File: config.mk
export PLATFORM = sky130hd
export DESIGN_NAME = bus_decoder
export DESIGN_NICKNAME = d
export VERILOG_FILES = /design/src/source/soc_pkg.sv /design/src/source/bus_decoder.sv
export VERILOG_INCLUDE_DIRS = /design/src /design/src/source
export SDC_FILE = /design/constraint.sdc
export NUM_CORES = 1
export LEC_CHECK = 0
export BUFFER_PORTS_ARGS = -buffer_cell sky130_fd_sc_hd__buf_2
export CAP_MARGIN = 40
export CORE_AREA = 2 2 133 135
export DETAILED_ROUTE_END_ITERATION = 10
export DIE_AREA = 0 0 135 137
export SLEW_MARGIN = 20
export SYNTH_ARGS = -nofsm -noshare
export SYNTH_HDL_FRONTEND = slang
export SYNTH_SLANG_ARGS = --single-unit
File: constraint.sdc
create_clock -name clk -period 1.25 [get_ports clk]
set_input_delay 0.25 -clock clk [delete_from_list [all_inputs] [get_ports clk]]
set_output_delay 0.25 -clock clk [all_outputs]
set_load 0.02 [all_outputs]
File: src/source/soc_consts.svh
`ifndef SOC_CONSTS_SVH
`define SOC_CONSTS_SVH

// bus widths
`define ADDR_W 16
`define DATA_W 32

// internal memory, 256 words
`define MEM_ADDR_W 10
`define BOOT_WORDS 16

// peripheral slots, field sits just below the address msb
`define N_SLAVES_W 2
`define UART_SLOT 0
`define SOFT_RESET_SLOT 1

// clocks per serial bit
`define UART_DIV 8
`define SOFT_RST_CYCLES 16

`endif

File: src/source/soc_pkg.sv
`default_nettype none

`include "soc_consts.svh"

package soc_pkg;

   typedef logic [`ADDR_W-1:0] addr_t;
   typedef logic [`DATA_W-1:0] data_t;
   // zero strobes means read
   typedef logic [`DATA_W/8-1:0] wstrb_t;

   typedef struct packed {
      addr_t  addr;
      data_t  wdata;
      wstrb_t wstrb;
      logic   valid;
   } bus_req_t;

   typedef struct packed {
      data_t rdata;
      logic  ready;
   } bus_rsp_t;

   typedef enum logic [1:0] {
      st_idle,
      st_start,
      st_data,
      st_stop
   } uart_state_e;

endpackage

`default_nettype wire

File: src/source/bus_decoder.sv
`default_nettype none

`include "soc_consts.svh"

module bus_decoder import soc_pkg::*; (
   input  wire      clk,
   input  wire      arst_n,
   input  bus_req_t m_req,
   output bus_rsp_t m_rsp,
   output bus_req_t mem_req,
   input  bus_rsp_t mem_rsp,
   output bus_req_t uart_req,
   input  bus_rsp_t uart_rsp,
   output bus_req_t rst_req,
   input  bus_rsp_t rst_rsp
);

   logic                   periph;
   logic [`N_SLAVES_W-1:0] slot;
   logic                   uart_sel;
   logic                   rst_sel;
   logic                   unm_sel;
   logic                   unm_ready;

   // msb picks the peripheral region
   assign periph   = m_req.addr[`ADDR_W-1];
   assign slot     = m_req.addr[`ADDR_W-2 -: `N_SLAVES_W];
   assign uart_sel = periph && (slot == `N_SLAVES_W'(`UART_SLOT));
   assign rst_sel  = periph && (slot == `N_SLAVES_W'(`SOFT_RESET_SLOT));
   assign unm_sel  = periph && !uart_sel && !rst_sel;

   always_comb begin
      mem_req        = m_req;
      mem_req.valid  = m_req.valid & ~periph;
      uart_req       = m_req;
      uart_req.valid = m_req.valid & uart_sel;
      rst_req        = m_req;
      rst_req.valid  = m_req.valid & rst_sel;
   end

   // responder for empty slots
   always_ff @(posedge clk or negedge arst_n) begin
      if (!arst_n) begin
         unm_ready <= 1'b0;
      end else begin
         unm_ready <= m_req.valid & unm_sel & ~unm_ready;
      end
   end

   // address is held until ready, so steer on it directly
   always_comb begin
      if (!periph) begin
         m_rsp = mem_rsp;
      end else if (uart_sel) begin
         m_rsp = uart_rsp;
      end else if (rst_sel) begin
         m_rsp = rst_rsp;
      end else begin
         m_rsp = '{rdata: '0, ready: unm_ready};
      end
   end

endmodule

`default_nettype wire

# Yosys cells after proc, flatten, opt, wreduce, memory -nomap -nowiden
# Cells that the tools add are included.
dict set report totals {
  regBits 1
  out_inout_bits 192
}
dict set report op_classes {
  n_bitwise 7
  eq_ne 1
  n_reduce_logical 7
  muxes 3
}
# op n
set ops {}
lappend ops {{$mux W33} 3}
lappend ops {{$and A1 B1 Y1} 5}
lappend ops {{$logic_and A1 B1 Y1} 4}
lappend ops {{$eq A2 B1 Y1 const B} 1}
lappend ops {{$logic_not A1 Y1} 2}
lappend ops {{$logic_not A2 Y1} 1}
lappend ops {{$not A1 Y1} 2}

# Longest topological paths before layout
dict set report depth {
  word_depth 7
  ltp_mapped 5
}

# Worst setup path after synthesis
# No wires, ideal clock.
dict set report synth_path {
  kind {in2out}
  from {in m_req[50] in the netlist's numbering}
  to {out rst_req[0] in the netlist's numbering}
  arrival_ns 1.100
  path_stages 3
  setup_slack_ns -0.100
  cell_sequence {buf_6 > buf_4 > nor3b_1}
}
# element line
set synth_lines {}
lappend synth_lines {{start: declaration} bus_decoder.sv:8} ;# input bus_req_t m_req,
lappend synth_lines {{end: declaration} bus_decoder.sv:14} ;# output bus_req_t rst_req,

==> run_results.csv <==
group,metric,value,unit
synth,postSynthCellCount,274,
synth,ys.warnings.count,0,
drt,firstDrtPassIters,3,
flow_run,drv_cap,0,
place,io_buffers,149,
worst_setup_path,slowest_stage,"mux2_4",
final_layout,reg_top3,"unm_ready: 1 flops",
place,place_area,0.002108,mm2
synth,synthTopCellsByCount,"161 x buf_4, 32 x inv_1, 32 x mux2i_1, 30 x o22ai_2, 4 x buf_6",
timing,maxSlewViolCount,0,
final_layout,filler_cell_count,1943,
timing,hold_viol_final,0,
outcome,status,"finished, violations left",
clocking,holdBufCountCts,0,
floorplanning,die-area,0.01850,mm2
timing,rsz0062_at_grt,"yes",
final_layout,largest_reg_flops,1,
synth,synth_top_cell_by_area,"buf_4",
power,switching_share,0.4599,
drt,vias,1635,
synth,ys_types,16,
timing,fin_crit_sh,1.121,
timing,timing_worst_slew_pin_value,0.2832,ns
synth,synth_top_area_frac,0.5514,
power,power,1.060,mW
worst_setup_path,cp-start-kind,"primary input",
timing,timing.hold.ws,0.02562,ns
global_routing,grt_pass1_wl,9149,um
timing,setup_ws,-0.1517,ns
synth,synthesis.area,0.002192,mm2
worst_setup_path,critPathMaxFanout,7,
synth,ys_ff_latch,1,
synth,async_flop_share,1.000,
power,p_leak,1.265,nW
synth,synth.area.top_cells,"buf_4 55%, o22ai_2 17%, mux2i_1 15%",
floorplanning,start_util,0.1285,
synth,synth.most_common_cell,"buf_4",
worst_setup_path,crit_path_cell_trace,"buf_8, buf_12, mux2_4, o221a_1, buf_6",
global_routing,grt_pass1_vias,1635,
drt,vias_per_cell,3.283,
final_layout,instances_no_fill,498,
timing,slew_headroom,0.8112,
worst_setup_path,cp-end-kind,"output pin",
final_layout,fin_area,0.002576,mm2
timing,finalSetupViolCount,30,
global_routing,grt-ovfl-total,0,
synth,synthesis.nets,428,
floorplanning,core,0.01706,mm2
floorplanning,die_x,135,um
synth,yosysSeqAreaShare,0.01142,
synth,synth_edf_count,0,
outcome,violations,"setup timing",
final_layout,area.growth.synth_to_final,17.52,%
synth,avgSynthCellArea,8.000,um2
power,p_int,572.5,uW
final_layout,postLayoutCoreUtil,0.1510,
drt,drtAntennaViolNets,0,
floorplanning,core.rowCount,48,
drt,drt-initial-drc-count,31,
power,p_per_area,411.5,mW/mm2
drt,drc,0,
timing,setup_tns,-1.617,ns
global_routing,grt_max_degree,19,
power,pwr-share-clk,0,
worst_setup_path,cp.required,1.00,ns
place,pre_cts_ws,-0.2338,ns
global_routing,track_usage,0.06539,
timing,max_freq,713.4,MHz
final_layout,drive_gt1_frac,0.7970,
worst_setup_path,worst-setup-path-type,"in2out",
drt,drt-total-wl,6925,um
place,dp.cells,491,
worst_setup_path,max_stage_delay,0.29,ns
worst_setup_path,cp.arrival,1.15,ns
clocking,worst_skew_pair.late_latency,0,ns
place,dp_hpwl,5361,um
min_path,hold_class,"in2async",
final_layout,regMostFlops,"unm_ready",
place,gp_congestion,0.7189,
timing,post-route-min-period,1.402,ns
timing,fin_skew,0,ns
global_routing,antenna_found_initial,2,
clocking,clk_pin_slew,0,ns
power,peakVddDrop,177.1,uV
power,seqPwrFrac,0.033,
drt,wl_per_cell,13.91,um
final_layout,num-nets-final,427,
floorplanning,die_h,137,um
synth,synth_ff_type,"dfrtp_1",
power,combPwrFrac,0.967,
floorplanning,ios,346,
power,p_sw,487.5,uW
==> routing by layer <==
layer  vias up  GRT usage  part of all wire
li1        731          -                 -
met1       697    0.05496              0.30
met2       140     0.1232              0.50
met3        67    0.02222              0.11
met4         0    0.05498             0.088
met5         -          0                 0
==> cell usage in the layout (no fill, tap or decap), drive strengths merged <==
cell and n:
buf 165, mux2i 32, o22ai 32, nand3b 1, dfrtp 1, diode 2, nor3b 2, inv 32
nand2b 1, o221a 1, nand2 1, mux2 1, nor3 1, nor2b 1
==> timing repair <==
| action | in CTS | in global routing |
|---|---|---|
| gates resized for setup | 81 | 17 |
| pin swaps | 3 | 2 |
| setup endpoints to repair | 34 | 34 |
| cloned | 1 | 0 |
| buffers inserted | 3 | 1 |
==> worst max-delay path: cells and delay by family <==
kind                   cells  cell delay, ns
buffers and inverters      3            0.37
AO/OA/AOI/OAI              1            0.23
multiplexers               1            0.29
==> power by group through the flow <==
stage | logic, mW | clock network (mW) | registers (mW)
2_1_floorplan | 1.15 | 0 | 0.0346
3_3_place_gp | 0.776 | 0 | 0.0347
3_5_place_dp | 0.785 | 0 | 0.0347
4_1_cts | 0.985 | 0 | 0.0347
5_1_grt | 1.09 | 0 | 0.0348
6_report | 1.03 | 0.000000214 | 0.0347
==> final timing paths <==
path	cells past startpoint	slack [ns]	end	from
worst min register to register	1	0.42	unm_ready$_DFF_PN0_	unm_ready$_DFF_PN0_
min in group clk	1	0.42	unm_ready$_DFF_PN0_	unm_ready$_DFF_PN0_
worst max-delay path	5	-0.15	m_rsp[0]	m_req[50]
max in group asynchronous	1	1.14	unm_ready$_DFF_PN0_	arst_n
worst max register to register	1	0.61	unm_ready$_DFF_PN0_	unm_ready$_DFF_PN0_
worst min-delay path	1	0.03	unm_ready$_DFF_PN0_	arst_n
==> final cells by class <==
cell class | count | area [um2] | share of cell area
inverter | 32 | 120.1 | 0.04662
timing repair buffer | 165 | 1150 | 0.4463
tap | 225 | 281.5 | 0.1093
sequential | 1 | 25.02 | 0.009713
multi-input combinational | 73 | 994.7 | 0.3861
antenna | 2 | 5.005 | 0.001943
==> kinds of logic after synthesis <==
kind of cell / after synthesis / synth area share
mux: 33 / 0.1530
simple gates: 7 / 0.01998
buf+inv: 200 / 0.6336
flops: 1 / 0.01141
compound gates: 33 / 0.1821
No activity file was read; power rests on OpenSTA's default activity.
