$ cat config.mk
export PLATFORM = sky130hd
export DESIGN_NAME = rst_ctr
export DESIGN_NICKNAME = d
export VERILOG_FILES = /design/src/source/soc_pkg.sv /design/src/source/rst_ctr.sv
export VERILOG_INCLUDE_DIRS = /design/src /design/src/source
export SDC_FILE = /design/constraint.sdc
export NUM_CORES = 1
export LEC_CHECK = 0
export BUFFER_PORTS_ARGS = -buffer_cell sky130_fd_sc_hd__buf_2
export CORE_ASPECT_RATIO = 0.75
export CORE_MARGIN = 2
export CORE_UTILIZATION = 31
export CTS_CLUSTER_SIZE = 25
export DETAILED_ROUTE_END_ITERATION = 12
export MAX_ROUTING_LAYER = met4
export PLACE_DENSITY_LB_ADDON = 0.05
export SETUP_SLACK_MARGIN = 0.3
export SYNTH_ARGS = -nofsm -noshare
export SYNTH_HDL_FRONTEND = slang
export SYNTH_SLANG_ARGS = --single-unit
$ cat constraint.sdc
create_clock -name clk -period 2.6 [get_ports clk]
set_input_delay 0.13 -clock clk [delete_from_list [all_inputs] [get_ports clk]]
set_output_delay 0.13 -clock clk [all_outputs]
set_load 0.02 [all_outputs]
$ cat src/source/soc_consts.svh
`ifndef SOC_CONSTS_SVH
`define SOC_CONSTS_SVH

// bus widths
`define ADDR_W 16
`define DATA_W 32

// internal memory, 256 words
`define MEM_ADDR_W 10
`define BOOT_WORDS 16

// peripheral slots, field sits just below the address msb
`define N_SLAVES_W 2
`define UART_SLOT 0
`define SOFT_RESET_SLOT 1

// clocks per serial bit
`define UART_DIV 8
`define SOFT_RST_CYCLES 16

`endif

$ cat src/source/soc_pkg.sv
`default_nettype none

`include "soc_consts.svh"

package soc_pkg;

   typedef logic [`ADDR_W-1:0] addr_t;
   typedef logic [`DATA_W-1:0] data_t;
   // zero strobes means read
   typedef logic [`DATA_W/8-1:0] wstrb_t;

   typedef struct packed {
      addr_t  addr;
      data_t  wdata;
      wstrb_t wstrb;
      logic   valid;
   } bus_req_t;

   typedef struct packed {
      data_t rdata;
      logic  ready;
   } bus_rsp_t;

   typedef enum logic [1:0] {
      st_idle,
      st_start,
      st_data,
      st_stop
   } uart_state_e;

endpackage

`default_nettype wire

$ cat src/source/rst_ctr.sv
`default_nettype none

`include "soc_consts.svh"

module rst_ctr import soc_pkg::*; (
   input  wire      clk,
   input  wire      arst_n,
   input  bus_req_t req,
   output bus_rsp_t rsp,
   output logic     soft_rst,
   output logic     boot
);

   localparam int CNT_W = $clog2(`SOFT_RST_CYCLES + 1);

   logic             acc;
   logic             ready_q;
   logic             boot_q;
   logic [CNT_W-1:0] cnt;
   data_t            rdata_q;

   assign acc = req.valid & ~ready_q;

   always_ff @(posedge clk or negedge arst_n) begin
      if (!arst_n) begin
         ready_q <= 1'b0;
         boot_q  <= 1'b1;
         cnt     <= '0;
      end else begin
         ready_q <= acc;
         // write of bit0 leaves boot and fires the soft reset
         if (acc && (|req.wstrb) && req.wdata[0]) begin
            boot_q <= 1'b0;
            cnt    <= CNT_W'(`SOFT_RST_CYCLES);
         end else if (cnt != '0) begin
            cnt <= cnt - 1'b1;
         end
      end
   end

   always_ff @(posedge clk) begin
      if (acc) begin
         rdata_q <= {{(`DATA_W-1){1'b0}}, boot_q};
      end
   end

   assign soft_rst = (cnt != '0);
   assign boot     = boot_q;
   assign rsp      = '{rdata: rdata_q, ready: ready_q};

endmodule

`default_nettype wire

### After elaboration in Yosys (flattened, before gate mapping)

Cells that the tools add are included.
W data, S select, Z words.

* register bits: 8
* input bits: 55
* output and inout bits: 35

* add/subtract/negate cells: 1
* multiplexer cells: 2
* bitwise gates (word level): 2
* reduce and logical (&&, ||, !) cells: 5

Operator list (number)
* $mux W5: 2
* $reduce_bool A5 Y1: 1
* $sub A5 B1 Y5 const B: 1
* $reduce_or A4 Y1: 1
* $logic_and A1 B1 Y1: 2
* $reduce_bool A2 Y1: 1
* $and A1 B1 Y1: 1
* $not A1 Y1: 1

### Depth between registers and ports, before layout

* depth in word-level cells: 5
* mapped depth: 6

### Worst setup path before layout

OpenSTA, ideal clock, no wires.

* path type: register to register
* start: reg cnt[0]
* end: reg cnt[0]
* arrival time: 1.506 ns
* path slack: 0.975 ns
* cell stages (with the launch flop): 7
* path buffers: 1
* cells stage by stage: dfrtp_1 inv_1 ha_1 or4b_1 clkbuf_1 xnor2_1 nor2_1

* elaborated cells on any way between the ends: 5

RTL lines
* from (decl): RTL line rst_ctr.sv:19 `logic [CNT_W-1:0] cnt;`
* from (signal assigned): RTL line rst_ctr.sv:34 `` cnt <= CNT_W'(`SOFT_RST_CYCLES); ``
* from (signal assigned): RTL line rst_ctr.sv:36 `cnt <= cnt - 1'b1;`
* $reduce_bool A5 Y1
* named net soft_rst: RTL line rst_ctr.sv:10 `output logic soft_rst,`
* $reduce_bool A2 Y1 (no line)

The timed path passes the listed nets, and every way through them passes these cells. The select of a mux whose other input is x is not followed.
A chain may end at the register's enable or synchronous reset.

### Final worst setup path

* start: reg cnt[0]
* end: out soft_rst

* cells in the longest elaborated chain, start to end: 1

Ends and longest elaborated chain
* $reduce_bool A5 Y1: RTL line rst_ctr.sv:47 `assign soft_rst = (cnt != '0);`
* to (decl): RTL line rst_ctr.sv:10

No other way between the ends.

==> results_dict.tcl <==
set metrics [dict create \
    avgSynthCellArea_um2 9.31 \
    crit_type "register to primary output" \
    layout_min_cycle_time_ns 1.85 \
    synth.distinct_cells 22 \
    synth_fa_ha_area_share_pct 2.04 \
    rsz0062_at_grt "no" \
    critPathArrivalTime_ns 1.72 \
    cp-end-kind "primary output" \
    p_int_mw 0.313 \
    synth_top_family_by_area "buffers and inverters" \
    numCtsBuffers 3 \
    yosysSeqAreaShare_pct 33.6 \
    finalSetupTns_ns 0 \
    first_global_vias 254 \
    drv_cap 0 \
    vias 362 \
    met2_usage_pct 8.81 \
    critPathBufInv 2 \
    nets 135 \
    area_delta_synth_final_pct -3.87 \
    use_met3_pct 1.85 \
    cts_resized 0 \
    dp.cells 95 \
    max_stage_delay_ns 0.57 \
    cts_max_level 1 \
    hold_path.class "primary input to register" \
    final_area_um2 591 \
    p_per_area_nw_per_um2 854 \
    clock-root-buffer "clkbuf_4" \
    switching_share_pct 37.8 \
    clockPowerShare_pct 20.3 \
    grt_max_degree 8 \
    crit_required_ns 2.47 \
    synth-simple-area-share_pct 14.7 \
    layout.cells.non_filler 100 \
    grt.met1_usage_pct 8.60 \
    start_kind "register" \
    synthMuxAreaShare_pct 0 \
    vias_per_cell 3.62 \
    yosys.area_share.xor_xnor_pct 1.43 \
    run_status "finished clean" \
    totalWireLength_um 752 \
    final_core_util_pct 32.7 \
    drc 0 \
    clock_latency_ns 0.25 \
    switchingPower_mw 0.191 \
    fill_cells 198 \
    leakage_nw 0.322 \
    critPathMaxFanout 5 \
    antenna_cells 0 \
    clockBufferDepth 2 \
    cts_tree "yes" \
    report.final.slew_viol_count 0 \
    p_seq_share_pct 39.5 \
    layout-drive-gt1-share_pct 20.5 \
    place_area_um2 554 \
    irDropWorstVdd_mv 0.220 \
    syn_area_um2 614 \
    skew_ns 0.00305 \
    place_hpwl_um 627 \
    hold_violations 0 \
    path_clk_slew_ns 0.06 \
    io_buffers 11 \
    ctsHoldBuffers 1 \
    setup_viol 0 \
    grt_antenna_before_repair 0 \
    cts_num_sinks 8 \
    gp_congestion 0.658 \
    cts_setup_buffers 0 \
    grt_pass1_wl_um 1160 \
    fmax_mhz 542 \
    yosys_warnings 0 \
    ys_ff_latch 8 \
    grt-busiest-layer "met2" \
    synth_compound_area_share_pct 4.89 \
    num_io_pins 90 \
    drtIter0Drc 1 \
    comb_power_share_pct 40.1 \
    dr.pass1.iters 4 \
    mostFrequentLayoutCells "31 x conb_1, 11 x buf_2, 6 x dfrtp_1" \
    die_h_um 42.6 \
    critPathTopFamily "simple AND/OR/NAND/NOR gates" \
    dieArea_um2 2360 \
    slowest_stage "or4b_1" \
    fin_crit_sh_pct 71.0 \
    start_util_pct 34.0 \
    avgRoutedWirePerCell_um 7.52 \
    worstPathCellList "inv_1, ha_1, or4b_1, buf_2" \
    grt_use_total_pct 7.01 \
    synthCells 66 \
    core_um2 1810 \
    final_common_cell "conb_1" \
    overflow 0 \
    ant_nets 0 \
    die_w_um 55.4 \
    num_rows 13 \
]
cells by family (layout without fill, tap and decap cells):
kind of cell               Yosys count  after routing
buffers and inverters               36             18
and+or+nand+nor                     15             15
DFF                                  8              8
AOI/OAI and AO/OA                    4              4
adders and majority gates            1              1
other                                1             31
xor gates and xnor gates             1              1
final timing paths:
check / startpoint / endpoint / slack, ns / cells after the start
max in group asynchronous: arst_n / boot / 2.14 / 2
setup / recovery: cnt[0] / soft_rst / 0.75 / 4
min in group asynchronous: arst_n / cnt[3] / 0.24 / 2
hold reg to reg: ready_q / ready_q / 0.45 / 1
hold / removal: req[0] / ready_q / 0.17 / 2
setup reg to reg: cnt[0] / cnt[0] / 0.99 / 5
cell type report:
cell class                      count  area (µm²)  area share (%)
Sequential cell                     8         206            35.0
Tap cell                           22        27.5            4.66
Inverter                            2        7.51            1.27
Clock buffer                        4        26.3            4.45
Timing Repair Buffer               12        65.1            11.0
Multi-Input combinational cell     52         258            43.6
synth_stat cells:
cell type / instances / area share [%]
a21oi_1: 2 / 1.6
nand3b_1: 2 / 2.4
and3_1: 1 / 1.0
inv_1: 2 / 1.2
xnor2_1: 1 / 1.4
dfstp_2: 1 / 4.3
or4b_1: 1 / 1.6
dfrtp_1: 6 / 24
clkbuf_1: 1 / 0.61
buf_4: 32 / 39
buf_6: 1 / 1.8
ha_1: 1 / 2.0
nand2_1: 1 / 0.61
nor3_1: 1 / 0.81
edfxtp_1: 1 / 4.9
a21o_1: 1 / 1.2
conb_1: 1 / 0.61
nor2b_1: 2 / 2.0
nand2b_1: 3 / 3.1
a211oi_2: 1 / 2.0
nor2_1: 3 / 1.8
or4_1: 1 / 1.2
routing by layer:
metal	part of all wire (%)	vias to the layer above
met3	14	2
met4	1.2	0
met1	43	157
li1	-	169
met2	42	34
met5	0	-
power groups by stage:
stage	registers (mW)	logic [mW]	clock network, mW
2_1_floorplan	0.195	0.214	0
3_3_place_gp	0.203	0.207	0
3_5_place_dp	0.202	0.203	0
4_1_cts	0.200	0.205	0.110
5_1_grt	0.207	0.223	0.115
6_report	0.199	0.202	0.103
sequential cells by signal, summed over array words and instances (netlist names):
signal   cells
rdata_q      1
boot         1
ready_q      1
cnt          5
metrics by stage:
stage / worst slack (ns) / total power, mW / hold slack, ns
floorplan: 0.975 / 0.409 / -0.166
global placement: 0.968 / 0.410 / -0.0249
detailed placement: 0.985 / 0.405 / -0.0258
CTS: 0.726 / 0.515 / 0.158
global route: 0.677 / 0.545 / 0.173
finish: 0.754 / 0.504 / 0.166
No activity file was read; power rests on OpenSTA's default activity.
