### config.mk
export PLATFORM = sky130hd
export DESIGN_NAME = uart_core
export DESIGN_NICKNAME = d
export VERILOG_FILES = /design/src/source/soc_pkg.sv /design/src/source/baud_timer.sv /design/src/source/uart_core.sv
export VERILOG_INCLUDE_DIRS = /design/src /design/src/source
export SDC_FILE = /design/constraint.sdc
export NUM_CORES = 1
export LEC_CHECK = 0
export ABC_AREA = 1
export ABC_CLOCK_PERIOD_IN_PS = 2200
export BUFFER_PORTS_ARGS = -buffer_cell sky130_fd_sc_hd__buf_2
export CORE_UTILIZATION = 49
export DETAILED_ROUTE_END_ITERATION = 7
export PLACE_DENSITY_LB_ADDON = 0.1
export SLEW_MARGIN = 40
export SYNTH_ARGS = -nofsm -noshare
export SYNTH_HDL_FRONTEND = slang
export SYNTH_SLANG_ARGS = --single-unit
### constraint.sdc
create_clock -name clk -period 2.2 [get_ports clk]
set_input_delay 0.33 -clock clk [delete_from_list [all_inputs] [get_ports clk]]
set_output_delay 0.33 -clock clk [all_outputs]
set_load 0.01 [all_outputs]
### src/source/soc_consts.svh
`ifndef SOC_CONSTS_SVH
`define SOC_CONSTS_SVH

// bus widths
`define ADDR_W 16
`define DATA_W 32

// internal memory, 256 words
`define MEM_ADDR_W 10
`define BOOT_WORDS 16

// peripheral slots, field sits just below the address msb
`define N_SLAVES_W 2
`define UART_SLOT 0
`define SOFT_RESET_SLOT 1

// clocks per serial bit
`define UART_DIV 8
`define SOFT_RST_CYCLES 16

`endif

### src/source/soc_pkg.sv
`default_nettype none

`include "soc_consts.svh"

package soc_pkg;

   typedef logic [`ADDR_W-1:0] addr_t;
   typedef logic [`DATA_W-1:0] data_t;
   // zero strobes means read
   typedef logic [`DATA_W/8-1:0] wstrb_t;

   typedef struct packed {
      addr_t  addr;
      data_t  wdata;
      wstrb_t wstrb;
      logic   valid;
   } bus_req_t;

   typedef struct packed {
      data_t rdata;
      logic  ready;
   } bus_rsp_t;

   typedef enum logic [1:0] {
      st_idle,
      st_start,
      st_data,
      st_stop
   } uart_state_e;

endpackage

`default_nettype wire

### src/source/baud_timer.sv
`default_nettype none

`include "soc_consts.svh"

module baud_timer #(
   // cycles from restart to the first tick
   parameter int FIRST = `UART_DIV / 2
) (
   input  wire  clk,
   input  wire  arst_n,
   input  wire  restart,
   output logic tick
);

   localparam int CNT_W = $clog2(`UART_DIV);

   logic [CNT_W-1:0] cnt;

   always_ff @(posedge clk or negedge arst_n) begin
      if (!arst_n) begin
         cnt <= CNT_W'(`UART_DIV - 1);
      end else if (restart) begin
         cnt <= CNT_W'(FIRST - 1);
      end else if (cnt == '0) begin
         cnt <= CNT_W'(`UART_DIV - 1);
      end else begin
         cnt <= cnt - 1'b1;
      end
   end

   assign tick = (cnt == '0);

endmodule

`default_nettype wire

### src/source/uart_core.sv
`default_nettype none

`include "soc_consts.svh"

module uart_core import soc_pkg::*; (
   input  wire      clk,
   input  wire      arst_n,
   input  bus_req_t req,
   output bus_rsp_t rsp,
   output logic     txd,
   input  wire      rxd
);

   logic [2:0]  reg_sel;
   logic        acc;
   logic        wr;
   logic        ready_q;
   data_t       rdata_q;
   uart_state_e tx_state;
   uart_state_e rx_state;
   logic [7:0]  tx_shift;
   logic [7:0]  rx_shift;
   logic [7:0]  rx_data;
   logic [2:0]  tx_bit;
   logic [2:0]  rx_bit;
   logic        tx_restart;
   logic        rx_restart;
   logic        tx_tick;
   logic        rx_tick;
   logic        txd_q;
   logic        tx_busy;
   logic        rx_valid;
   logic        rx_done;
   logic        rx_clear;
   logic [1:0]  rxd_sync;

   assign reg_sel    = req.addr[4:2];
   assign acc        = req.valid & ~ready_q;
   assign wr         = |req.wstrb;
   assign tx_busy    = (tx_state != st_idle);
   // writes while busy are dropped
   assign tx_restart = acc & wr & (reg_sel == 3'd0) & ~tx_busy;
   assign rx_restart = (rx_state == st_idle) & ~rxd_sync[1];
   assign rx_clear   = acc & ~wr & (reg_sel == 3'd2);
   assign rx_done    = (rx_state == st_stop) & rx_tick & rxd_sync[1];

   baud_timer #(.FIRST(`UART_DIV)) i_tx_timer (
      .clk     (clk),
      .arst_n  (arst_n),
      .restart (tx_restart),
      .tick    (tx_tick)
   );

   // first rx tick lands mid-bit
   baud_timer #(.FIRST(`UART_DIV / 2)) i_rx_timer (
      .clk     (clk),
      .arst_n  (arst_n),
      .restart (rx_restart),
      .tick    (rx_tick)
   );

   always_ff @(posedge clk or negedge arst_n) begin
      if (!arst_n) begin
         ready_q  <= 1'b0;
         rx_valid <= 1'b0;
         rxd_sync <= 2'b11;
      end else begin
         ready_q  <= acc;
         rxd_sync <= {rxd_sync[0], rxd};
         if (rx_clear) begin
            rx_valid <= 1'b0;
         end
         if (rx_done) begin
            rx_valid <= 1'b1;
         end
      end
   end

   always_ff @(posedge clk) begin
      if (acc) begin
         case (reg_sel)
            3'd1:    rdata_q <= {{(`DATA_W-2){1'b0}}, rx_valid, tx_busy};
            3'd2:    rdata_q <= {{(`DATA_W-8){1'b0}}, rx_data};
            default: rdata_q <= '0;
         endcase
      end
   end

   // transmitter, lsb first
   always_ff @(posedge clk or negedge arst_n) begin
      if (!arst_n) begin
         tx_state <= st_idle;
         tx_bit   <= '0;
         txd_q    <= 1'b1;
      end else begin
         case (tx_state)
            st_idle: begin
               if (tx_restart) begin
                  tx_state <= st_start;
                  txd_q    <= 1'b0;
               end
            end
            st_start: begin
               if (tx_tick) begin
                  tx_state <= st_data;
                  tx_bit   <= '0;
                  txd_q    <= tx_shift[0];
               end
            end
            st_data: begin
               if (tx_tick) begin
                  tx_bit <= tx_bit + 1'b1;
                  if (tx_bit == 3'd7) begin
                     tx_state <= st_stop;
                     txd_q    <= 1'b1;
                  end else begin
                     txd_q <= tx_shift[1];
                  end
               end
            end
            default: begin
               if (tx_tick) begin
                  tx_state <= st_idle;
               end
            end
         endcase
      end
   end

   always_ff @(posedge clk) begin
      if (tx_restart) begin
         tx_shift <= req.wdata[7:0];
      end else if ((tx_state == st_data) && tx_tick) begin
         tx_shift <= {1'b0, tx_shift[7:1]};
      end
   end

   // receiver
   always_ff @(posedge clk or negedge arst_n) begin
      if (!arst_n) begin
         rx_state <= st_idle;
         rx_bit   <= '0;
      end else begin
         case (rx_state)
            st_idle: begin
               if (rx_restart) begin
                  rx_state <= st_start;
               end
            end
            st_start: begin
               if (rx_tick) begin
                  // glitch, not a real start bit
                  rx_state <= rxd_sync[1] ? st_idle : st_data;
                  rx_bit   <= '0;
               end
            end
            st_data: begin
               if (rx_tick) begin
                  rx_bit <= rx_bit + 1'b1;
                  if (rx_bit == 3'd7) begin
                     rx_state <= st_stop;
                  end
               end
            end
            default: begin
               if (rx_tick) begin
                  rx_state <= st_idle;
               end
            end
         endcase
      end
   end

   always_ff @(posedge clk) begin
      if ((rx_state == st_data) && rx_tick) begin
         rx_shift <= {rxd_sync[1], rx_shift[7:1]};
      end
      if (rx_done) begin
         rx_data <= rx_shift;
      end
   end

   assign txd = txd_q;
   assign rsp = '{rdata: rdata_q, ready: ready_q};

endmodule

`default_nettype wire

# Word level (Yosys, flattened, before mapping)
# Index checks and enable logic that the tools add are counted.
word_totals:
  ff_bits: 77
  elab_cells: 102
classes:
  n_addsub: 4
  n_eq_ne: 17
  muxes: 33
  bitwise: 13
  n_reduce_logical: 21
op_table:
  columns: ["cell", "n"]
  rows:
  - ["two-way mux 3 bit", 8]
  - ["two-way mux 2 bit", 11]
  - ["two-way mux 8 bit", 2]
  - ["case mux 8 bit (2 select lines)", 1]
  - ["nonzero test 2 bit", 7]
  - ["inequality test 2 bit (second input constant)", 6]
  - ["case mux 2 bit (3 select lines)", 2]
  - ["case mux 3 bit (2 select lines)", 2]
  - ["AND reduction 5 bit", 2]
  - ["AND 1 bit", 9]
  - ["zero test 3 bit", 3]
  - ["adder 3 x 1 -> 3 bit (second input constant)", 2]
  - ["== test 2 bit (second input constant)", 3]
  - ["== test 3 bit (second input constant)", 2]
  - ["two-way mux 1 bit", 6]
  - ["AND reduction 3 bit", 2]
  - ["subtractor 3 x 1 -> 3 bit (second input constant)", 2]
  - ["== test 2 x 1 -> 1 bit (second input constant)", 2]
  - ["zero test 2 bit", 2]
  - ["inequality test 2 x 1 -> 1 bit (second input constant)", 2]
  - ["NOT 1 bit", 4]
  - ["AND reduction 4 bit", 1]
  - ["OR reduction 4 bit", 1]
  - ["== test 3 x 1 -> 1 bit (second input constant)", 1]
  - ["4 further kinds", 5]

# Depth between registers and ports, before layout
# Gate-level depths: netlist (run 1).
depth:
  word_depth: 7
  ltp_mapped: 10

# Cells and area by module
# From an unflattened synthesis (run 1), not the netlist that was laid out.
hier_totals:
  hier_cells: 231
  area_unflattened_um2: 2481.1
by_module_without_submodules:
  columns: ["module", "instances", "cells_each", "area_per_inst_um2"]
  rows:
  - ["uart_core", 1, 201, 2192.1]
  - ["baud_timer (i_rx_timer)", 1, 17, 152.6]
  - ["baud_timer (i_tx_timer)", 1, 13, 136.4]

# Worst setup path before layout (run 1)
# Ideal clock, no wire load.
synth_timing:
  path_kind: "register to register"
  start: "reg tx_state[0]"
  end: "reg tx_shift[0] (enable)"
  setup_ps: 329
  t_arrival_ps: 1258
  t_required_ps: 1871
  slack_ps: 613
  path_stages_with_launch: 8
  path_buffers: 1
  synth_period_minus_slack_ps: 1587
  cell_sequence: "dfrtp_1 inv_1 ha_1 nand2_1 nor2_2 nand3_2 buf_2 nand2_1"
synth_between:
  elab_chain_cells: 4
synth_rtl:
  columns: ["element", "line_no", "source"]
  rows:
  - ["start, declared", "uart_core.sv:19", "uart_state_e tx_state;"]
  - ["start signal, assigned", "uart_core.sv:92", "tx_state <= st_idle;"]
  - ["start signal, assigned", "uart_core.sv:99", "tx_state <= st_start;"]
  - ["start signal, assigned", "uart_core.sv:105", "tx_state <= st_data;"]
  - ["nonzero test 2 bit", "uart_core.sv:40", "assign tx_busy = (tx_state != st_idle);"]
  - ["NOT 1 bit", "uart_core.sv:42", "assign tx_restart = acc & wr & (reg_sel == 3'd0) & ~tx_busy;"]
  - ["AND 1 bit", "uart_core.sv:42", null]
  - ["nonzero test 2 bit (no source line) *", null, null]
  - ["end signal, assigned", "uart_core.sv:132", "tx_shift <= req.wdata[7:0];"]
  - ["end signal, assigned", "uart_core.sv:134", "tx_shift <= {1'b0, tx_shift[7:1]};"]
  - ["end, declared", "uart_core.sv:21", "logic [7:0] tx_shift;"]
# Mark *: on every way between the ends. The rest lies on a longest branch, timed or not.
# A chain may end at the register's enable or synchronous reset.

# Worst setup path in the final report (run 1)
layout_timing:
  start: "reg tx_state[0]"
  end: "reg tx_shift[7] (enable)"
# The elaborated chain is that of the path after synthesis.

==> flow_summary.ini, run 1 <==
[run_status]
run_status = complete, no violations

[synthesis]
synth_xor_xnor_area_share_pct = 0.707
synth-adder-area-share_pct = 5.56
ys_warn_count = 0
synth_simple_gate_area_share_pct = 14.2
ys_seq_elements = 53
synth.area.mux_share_pct = 0
synth_top_family_by_area = buffers and inverters
synth_compound_area_share_pct = 4.49
syn-cell-area_sq_um = 2480
seq_area_frac_synth_pct = 60.5
synthCells = 233
syn_area_per_cell_sq_um = 10.6
ys_types = 27

[global_routing]
number_of_global_route_vias_before_repair = 1400
grt_util_all_layers_pct = 14.8
grt_max_degree = 22
grt_pass1_wl_microns = 5870
global_route.overflow_total = 0
antenna_found_initial = 0

[power]
leakagePower_nw = 1.33
p_total_mw = 2.55
power_per_cell_area_nw_per_um2 = 947
power.ir.vdd_worst_uv = 573

[flow_run]
timing.max_cap.violations = 0

[cts]
insertion_delay_to_the_later_sink_of_the_worst_skew_pair_ns = 0.30
cts.sink_count = 53
cts_resized = 0
cts.root.buffer_cell = sky130_fd_sc_hd__clkbuf_8
cts_setup_buffers = 0
ctsHtreeMaxLevel = 2
clock_transition_at_the_registers_of_the_reported_paths_ns = 0.09
cts_buffers = 5
ctsLongestPathBuffers = 2
postCtsHoldBufs = 1
tritoncts = yes

[min_path]
hold_class = input port to flip-flop
timing.hold.worst_path_depth = 1

[worst_setup_path]
critical_path_capture_point_type = flip-flop
crit_required_ns = 2.17
arrival_ns = 1.56
critPathMaxFanout = 8
crit_type = flip-flop to flip-flop
timing.reg2reg.worst_path_depth = 6
worst_setup_path_start_kind = flip-flop

[sta]
fin_skew_ns = 0.00781
final.hold.worst_slack_ns = 0.123
finalSetupViolCount = 0
report.final.hold_viol_count = 0
setup_repair_after_global_routing_missed_its_margin = false
timing.final.crit_share_pct = 72.3
maximum_frequency_from_static_timing_analysis_mhz = 628
finalWorstPathRequiredPeriod_ns = 1.59
report.final.slew_viol_count = 0
setup_total_negative_slack_ns = 0

[cells_and_area]
area_growth_syn_to_layout_pct = 8.79
finish.utilization_pct = 56.3
diodes = 0
fin_cells = 335
layout-drive-gt1-share_pct = 20.9
layout_common_cells = sky130_fd_sc_hd__nand2_1, sky130_fd_sc_hd__inv_1, sky130_fd_sc_hd__edfxtp_1, sky130_fd_sc_hd__buf_2, sky130_fd_sc_hd__conb_1
mostFrequentLayoutCell = sky130_fd_sc_hd__nand2_1
fillCellCount = 429
final_stage_net_count = 334

[drt]
route.detailed.vias_per_inst = 4.39
drt_drc_violations_left = 0
dr_total_vias = 1472
overall_routed_net_length_microns = 3290
antenna_left = 0
drt-initial-drc-count = 75
drt-pass1-iter-count = 4
routedWlPerCell_microns = 9.81

[floorplanning]
dieWidth_microns = 73.1
io-pin-count = 90
core_area_sq_um = 4790
design.die.area_sq_um = 5340
initial_core_utilization_pct = 51.8
num_rows = 25
die_height_microns = 73.1

[place]
dp.final_hpwl_microns = 2390
place.gp.congestion = 0.725
dpl.cell_count = 326
count_of_port_buffers_added_during_placement = 28
==> routing by layer <==
| layer | vias up | GRT usage, % | wire [microns] |
|---|---|---|---|
| li1 | 759 | - | - |
| met1 | 667 | 17.4 | 1540 |
| met2 | 40 | 24.9 | 1530 |
| met3 | 6 | 4.14 | 145 |
| met4 | 0 | 7.19 | 72 |
| met5 | - | 0 | 0 |
==> synthesized netlist by cell type (all sizes together) <==
cell	instances	area share [%]
nand2	41	6.3
o22ai	2	0.50
conb	1	0.15
xnor2	1	0.35
nand3	18	4.0
buf	27	8.2
a22o	2	0.71
o21ai	14	3.0
a21boi	1	0.30
nor3	1	0.20
inv	41	6.2
ha	11	5.6
edfxtp	32	39
xor2	1	0.35
dfstp	9	9.5
dfrtp	12	12
nor3b	1	0.30
nor2	18	3.3
==> worst max-delay path, stage by stage, from the launching register on <==
cell and delay, ns:
sky130_fd_sc_hd__dfrtp_1 0.41, sky130_fd_sc_hd__inv_1 0.09, sky130_fd_sc_hd__ha_1 0.19, sky130_fd_sc_hd__nand2_1 0.07, sky130_fd_sc_hd__nor2_2 0.12, sky130_fd_sc_hd__nand3_2 0.07
sky130_fd_sc_hd__nand2_1 0.29
==> flip-flops by register name, summed over array words and instances, names as in the netlist <==
signal / cells
tx_shift: 8
rx_data: 8
rx_valid: 1
i_tx_timer.cnt: 3
rx_bit: 3
rdata_q: 8
tx_state: 2
rx_shift: 8
rxd_sync: 2
rx_state: 2
txd: 1
tx_bit: 3
ready_q: 1
i_rx_timer.cnt: 3
==> final timing paths <==
| check | startpoint | end | slack (ns) |
|---|---|---|---|
| setup reg to reg | tx_state[0] | tx_shift[7] | 0.61 |
| hold reg to reg | rxd_sync[0] | rxd_sync[1] | 0.36 |
| min in group asynchronous | arst_n | ready_q | 0.50 |
| setup / recovery | tx_state[0] | tx_shift[7] | 0.61 |
| hold / removal | rxd | rxd_sync[0] | 0.12 |
| max in group asynchronous | arst_n | i_tx_timer.cnt[2] | 1.35 |
==> where the power goes <==
part	total, mW	leakage (nW)	switching (mW)	internal (mW)
clock	0.526	0.0455	0.306	0.221
sequential	1.35	0.544	0.0880	1.26
combinational	0.679	0.739	0.421	0.258
total	2.55	1.33	0.815	1.74
==> per-stage QoR <==
stage | setup slack, ns | cell area, sq um
finish | 0.609 | 2700
global route | 0.465 | 2700
CTS | 0.588 | 2700
detailed placement | 0.598 | 2600
global placement | 0.612 | 2600
floorplan | 0.613 | 2560
==> kinds of logic (layout without fill, tap and decap cells) <==
| kind of cell | Yosys count | count (layout) |
|---|---|---|
| flops | 53 | 53 |
| fa+ha+maj | 11 | 11 |
| compound gates | 19 | 19 |
| other cells | 1 | 24 |
| simple gates | 79 | 79 |
| xor+xnor | 2 | 2 |
| buf+inv | 68 | 80 |
==> area by class of cell <==
cell class / instances / area, sq um / area share, %
sequential: 53 / 1500 / 55.6
clock buffer: 5 / 68.8 / 2.55
timing repair buffer: 31 / 165 / 6.13
clock inverter: 3 / 17.5 / 0.650
tap: 67 / 83.8 / 3.11
multi-input combinational: 135 / 708 / 26.3
inverter: 41 / 154 / 5.71
Power figures use the tool's default switching activity.
==> run 2, diff against run 1 <==
--- a/config.mk
+++ b/config.mk
@@ -7,7 +7,7 @@
 export NUM_CORES = 1
 export LEC_CHECK = 0
 export ABC_AREA = 1
-export ABC_CLOCK_PERIOD_IN_PS = 2200
+export ABC_CLOCK_PERIOD_IN_PS = 1500
 export BUFFER_PORTS_ARGS = -buffer_cell sky130_fd_sc_hd__buf_2
 export CORE_UTILIZATION = 49
 export DETAILED_ROUTE_END_ITERATION = 7
==> constraint.sdc (replaced) <==
create_clock -name clk -period 1.5 [get_ports clk]
set_input_delay 0.225 -clock clk [delete_from_list [all_inputs] [get_ports clk]]
set_output_delay 0.225 -clock clk [all_outputs]
set_load 0.01 [all_outputs]
==> run 2 against run 1 <==
Compared with the run above: fmax is 11% higher; design area is 9.8% higher; clock-buffer cell count stayed put; clock skew is 0.0040 ns higher; sequential share of layout area is 5.0 points lower; worst hold slack better by 0.096 ns; clock power is 63% higher; sequential power is 47% higher; power is 65% higher; flip-flop and latch count stayed put; critical endpoint is now tx_shift[2]; die area stayed put.
==> flow_summary.ini, run 2 (same netlist as run 1, synthesis figures left out) <==
[run_status]
run_status = complete, no violations

[place]
place.gp.congestion = 0.780
dp.final_hpwl_microns = 2390
dpl.cell_count = 332
count_of_port_buffers_added_during_placement = 28
postPlaceCellArea_sq_um = 2660

[global_routing]
number_of_global_route_vias_before_repair = 1339
antenna_found_initial = 0
grt_max_degree = 22
grt_pass1_wl_microns = 5880
grt_util_all_layers_pct = 14.7
global_route.overflow_total = 0

[floorplanning]
initial_core_utilization_pct = 51.8
dieWidth_microns = 73.1
die_height_microns = 73.1
core_area_sq_um = 4790
num_rows = 25
io-pin-count = 90
design.die.area_sq_um = 5340

[cells_and_area]
layout-drive-gt1-share_pct = 31.8
finish.utilization_pct = 61.9
fin_cells = 347
fin_area_sq_um = 2960
multiInputGateArea_sq_um = 817
final_stage_net_count = 346
diodes = 0
ff_latch_area_sq_um = 1500
area_growth_syn_to_layout_pct = 19.5
layout_common_cells = sky130_fd_sc_hd__inv_1, sky130_fd_sc_hd__nand2_1, sky130_fd_sc_hd__edfxtp_1, sky130_fd_sc_hd__buf_2, sky130_fd_sc_hd__conb_1
fillCellCount = 389

[worst_setup_path]
ordered_list_of_cells_on_the_worst_path = inv_2 > ha_4 > nand2_4 > nor2_4 > nand3_4 > buf_12 > nand2_8
worst_setup_path_start_kind = flip-flop
arrival_ns = 1.47
crit_required_ns = 1.53
critPathMaxFanout = 8
crit_type = flip-flop to flip-flop
critical_path_capture_point_type = flip-flop
worst_path_max_delay_cell = sky130_fd_sc_hd__dfrtp_1
slowest_delay_ns = 0.40

[drt]
antenna_left = 0
drt-pass1-iter-count = 4
overall_routed_net_length_microns = 3560
dr_total_vias = 1538
routedWlPerCell_microns = 10.3
route.detailed.vias_per_inst = 4.43
drt-initial-drc-count = 61
drt_drc_violations_left = 0

[cts]
insertion_delay_to_the_later_sink_of_the_worst_skew_pair_ns = 0.31
ctsHtreeMaxLevel = 2
cts_buffers = 5
cts.root.buffer_cell = sky130_fd_sc_hd__clkbuf_8
tritoncts = yes
clock_transition_at_the_registers_of_the_reported_paths_ns = 0.10
cts.sink_count = 53
ctsLongestPathBuffers = 2

[sta]
report.final.slew_viol_count = 0
finalSetupViolCount = 0
slew_headroom_pct = 66.4
finalWorstPathRequiredPeriod_ns = 1.44
worst_slew_pin_slew_ns = 0.504
final.hold.worst_slack_ns = 0.219
maximum_frequency_from_static_timing_analysis_mhz = 697
timing.final.crit_share_pct = 95.7
report.final.hold_viol_count = 0
setup_repair_after_global_routing_missed_its_margin = true
fin_skew_ns = 0.0118
setup_total_negative_slack_ns = 0

[power]
leakagePower_nw = 1.42
power.ir.vdd_worst_uv = 1070
power_per_cell_area_nw_per_um2 = 1420

[flow_run]
timing.max_cap.violations = 0

[min_path]
hold_class = input port to flip-flop
-- run 2: cell count changes in the layout (fill, tap and decap cells not counted), moves of 3 or more --
cell	before	now
sky130_fd_sc_hd__nand2_2	1	4
sky130_fd_sc_hd__inv_2	2	5
sky130_fd_sc_hd__buf_4	2	10
sky130_fd_sc_hd__ha_1	11	7
sky130_fd_sc_hd__nand2_1	40	34
sky130_fd_sc_hd__inv_1	39	34
-- run 2: worst paths after layout --
kind,to,slack [ns],cells past startpoint,from
max,tx_shift[2],0.06,7,tx_state[1]
min,tx_shift[7],0.22,3,req[12]
max reg2reg,tx_shift[2],0.06,7,tx_state[1]
min reg2reg,rxd_sync[1],0.37,0,rxd_sync[0]
max in group asynchronous,rxd_sync[1],0.73,2,arst_n
min in group asynchronous,ready_q,0.41,2,arst_n
-- run 2: repair_timing --
item / CTS / global route
setup buffers: 0 / 3
pin swaps: 0 / 6
cloned: 0 / 2
hold endpoints to repair: 13 / 0
resized for setup: 3 / 28
hold buffers: 2 / 0
setup endpoints to repair: 21 / 37
-- run 2: where the power goes --
part / internal, mW / total (mW) / leakage, nW / switching, mW
Clock: 0.350 / 0.857 / 0.0506 / 0.507
Combinational: 0.600 / 1.36 / 0.824 / 0.764
Sequential: 1.85 / 1.98 / 0.544 / 0.133
Total: 2.80 / 4.20 / 1.42 / 1.40
-- run 2: cell type report --
| cell class | instances | area share (%) |
|---|---|---|
| multi-input combinational | 135 | 27.6 |
| clock buffer | 5 | 2.32 |
| inverter | 41 | 5.37 |
| timing repair buffer | 43 | 10.3 |
| sequential | 53 | 50.6 |
| clock inverter | 3 | 0.972 |
| tap | 67 | 2.83 |
-- run 2: layer usage --
layer	GRT usage, %	share of wire (%)
met1	19.1	47
met2	23.4	46
met3	3.73	4.9
met4	6.54	1.5
met5	0	0
-- run 2: through the flow --
step	power, mW	setup WS [ns]
6_report	4.20	0.0644
5_1_grt	4.54	-0.0463
4_1_cts	3.99	0.0174
3_5_place_dp	3.12	-0.0668
3_3_place_gp	3.07	-0.0785
2_1_floorplan	2.84	0.0360
-- run 2: worst max-delay path: cells and delay by family, from the launching register on --
| kind | cells | cell delay, ns |
|---|---|---|
| buffers and inverters | 2 | 0.26 |
| adders and majority gates | 1 | 0.15 |
| and+or+nand+nor | 4 | 0.35 |
| DFF | 1 | 0.40 |
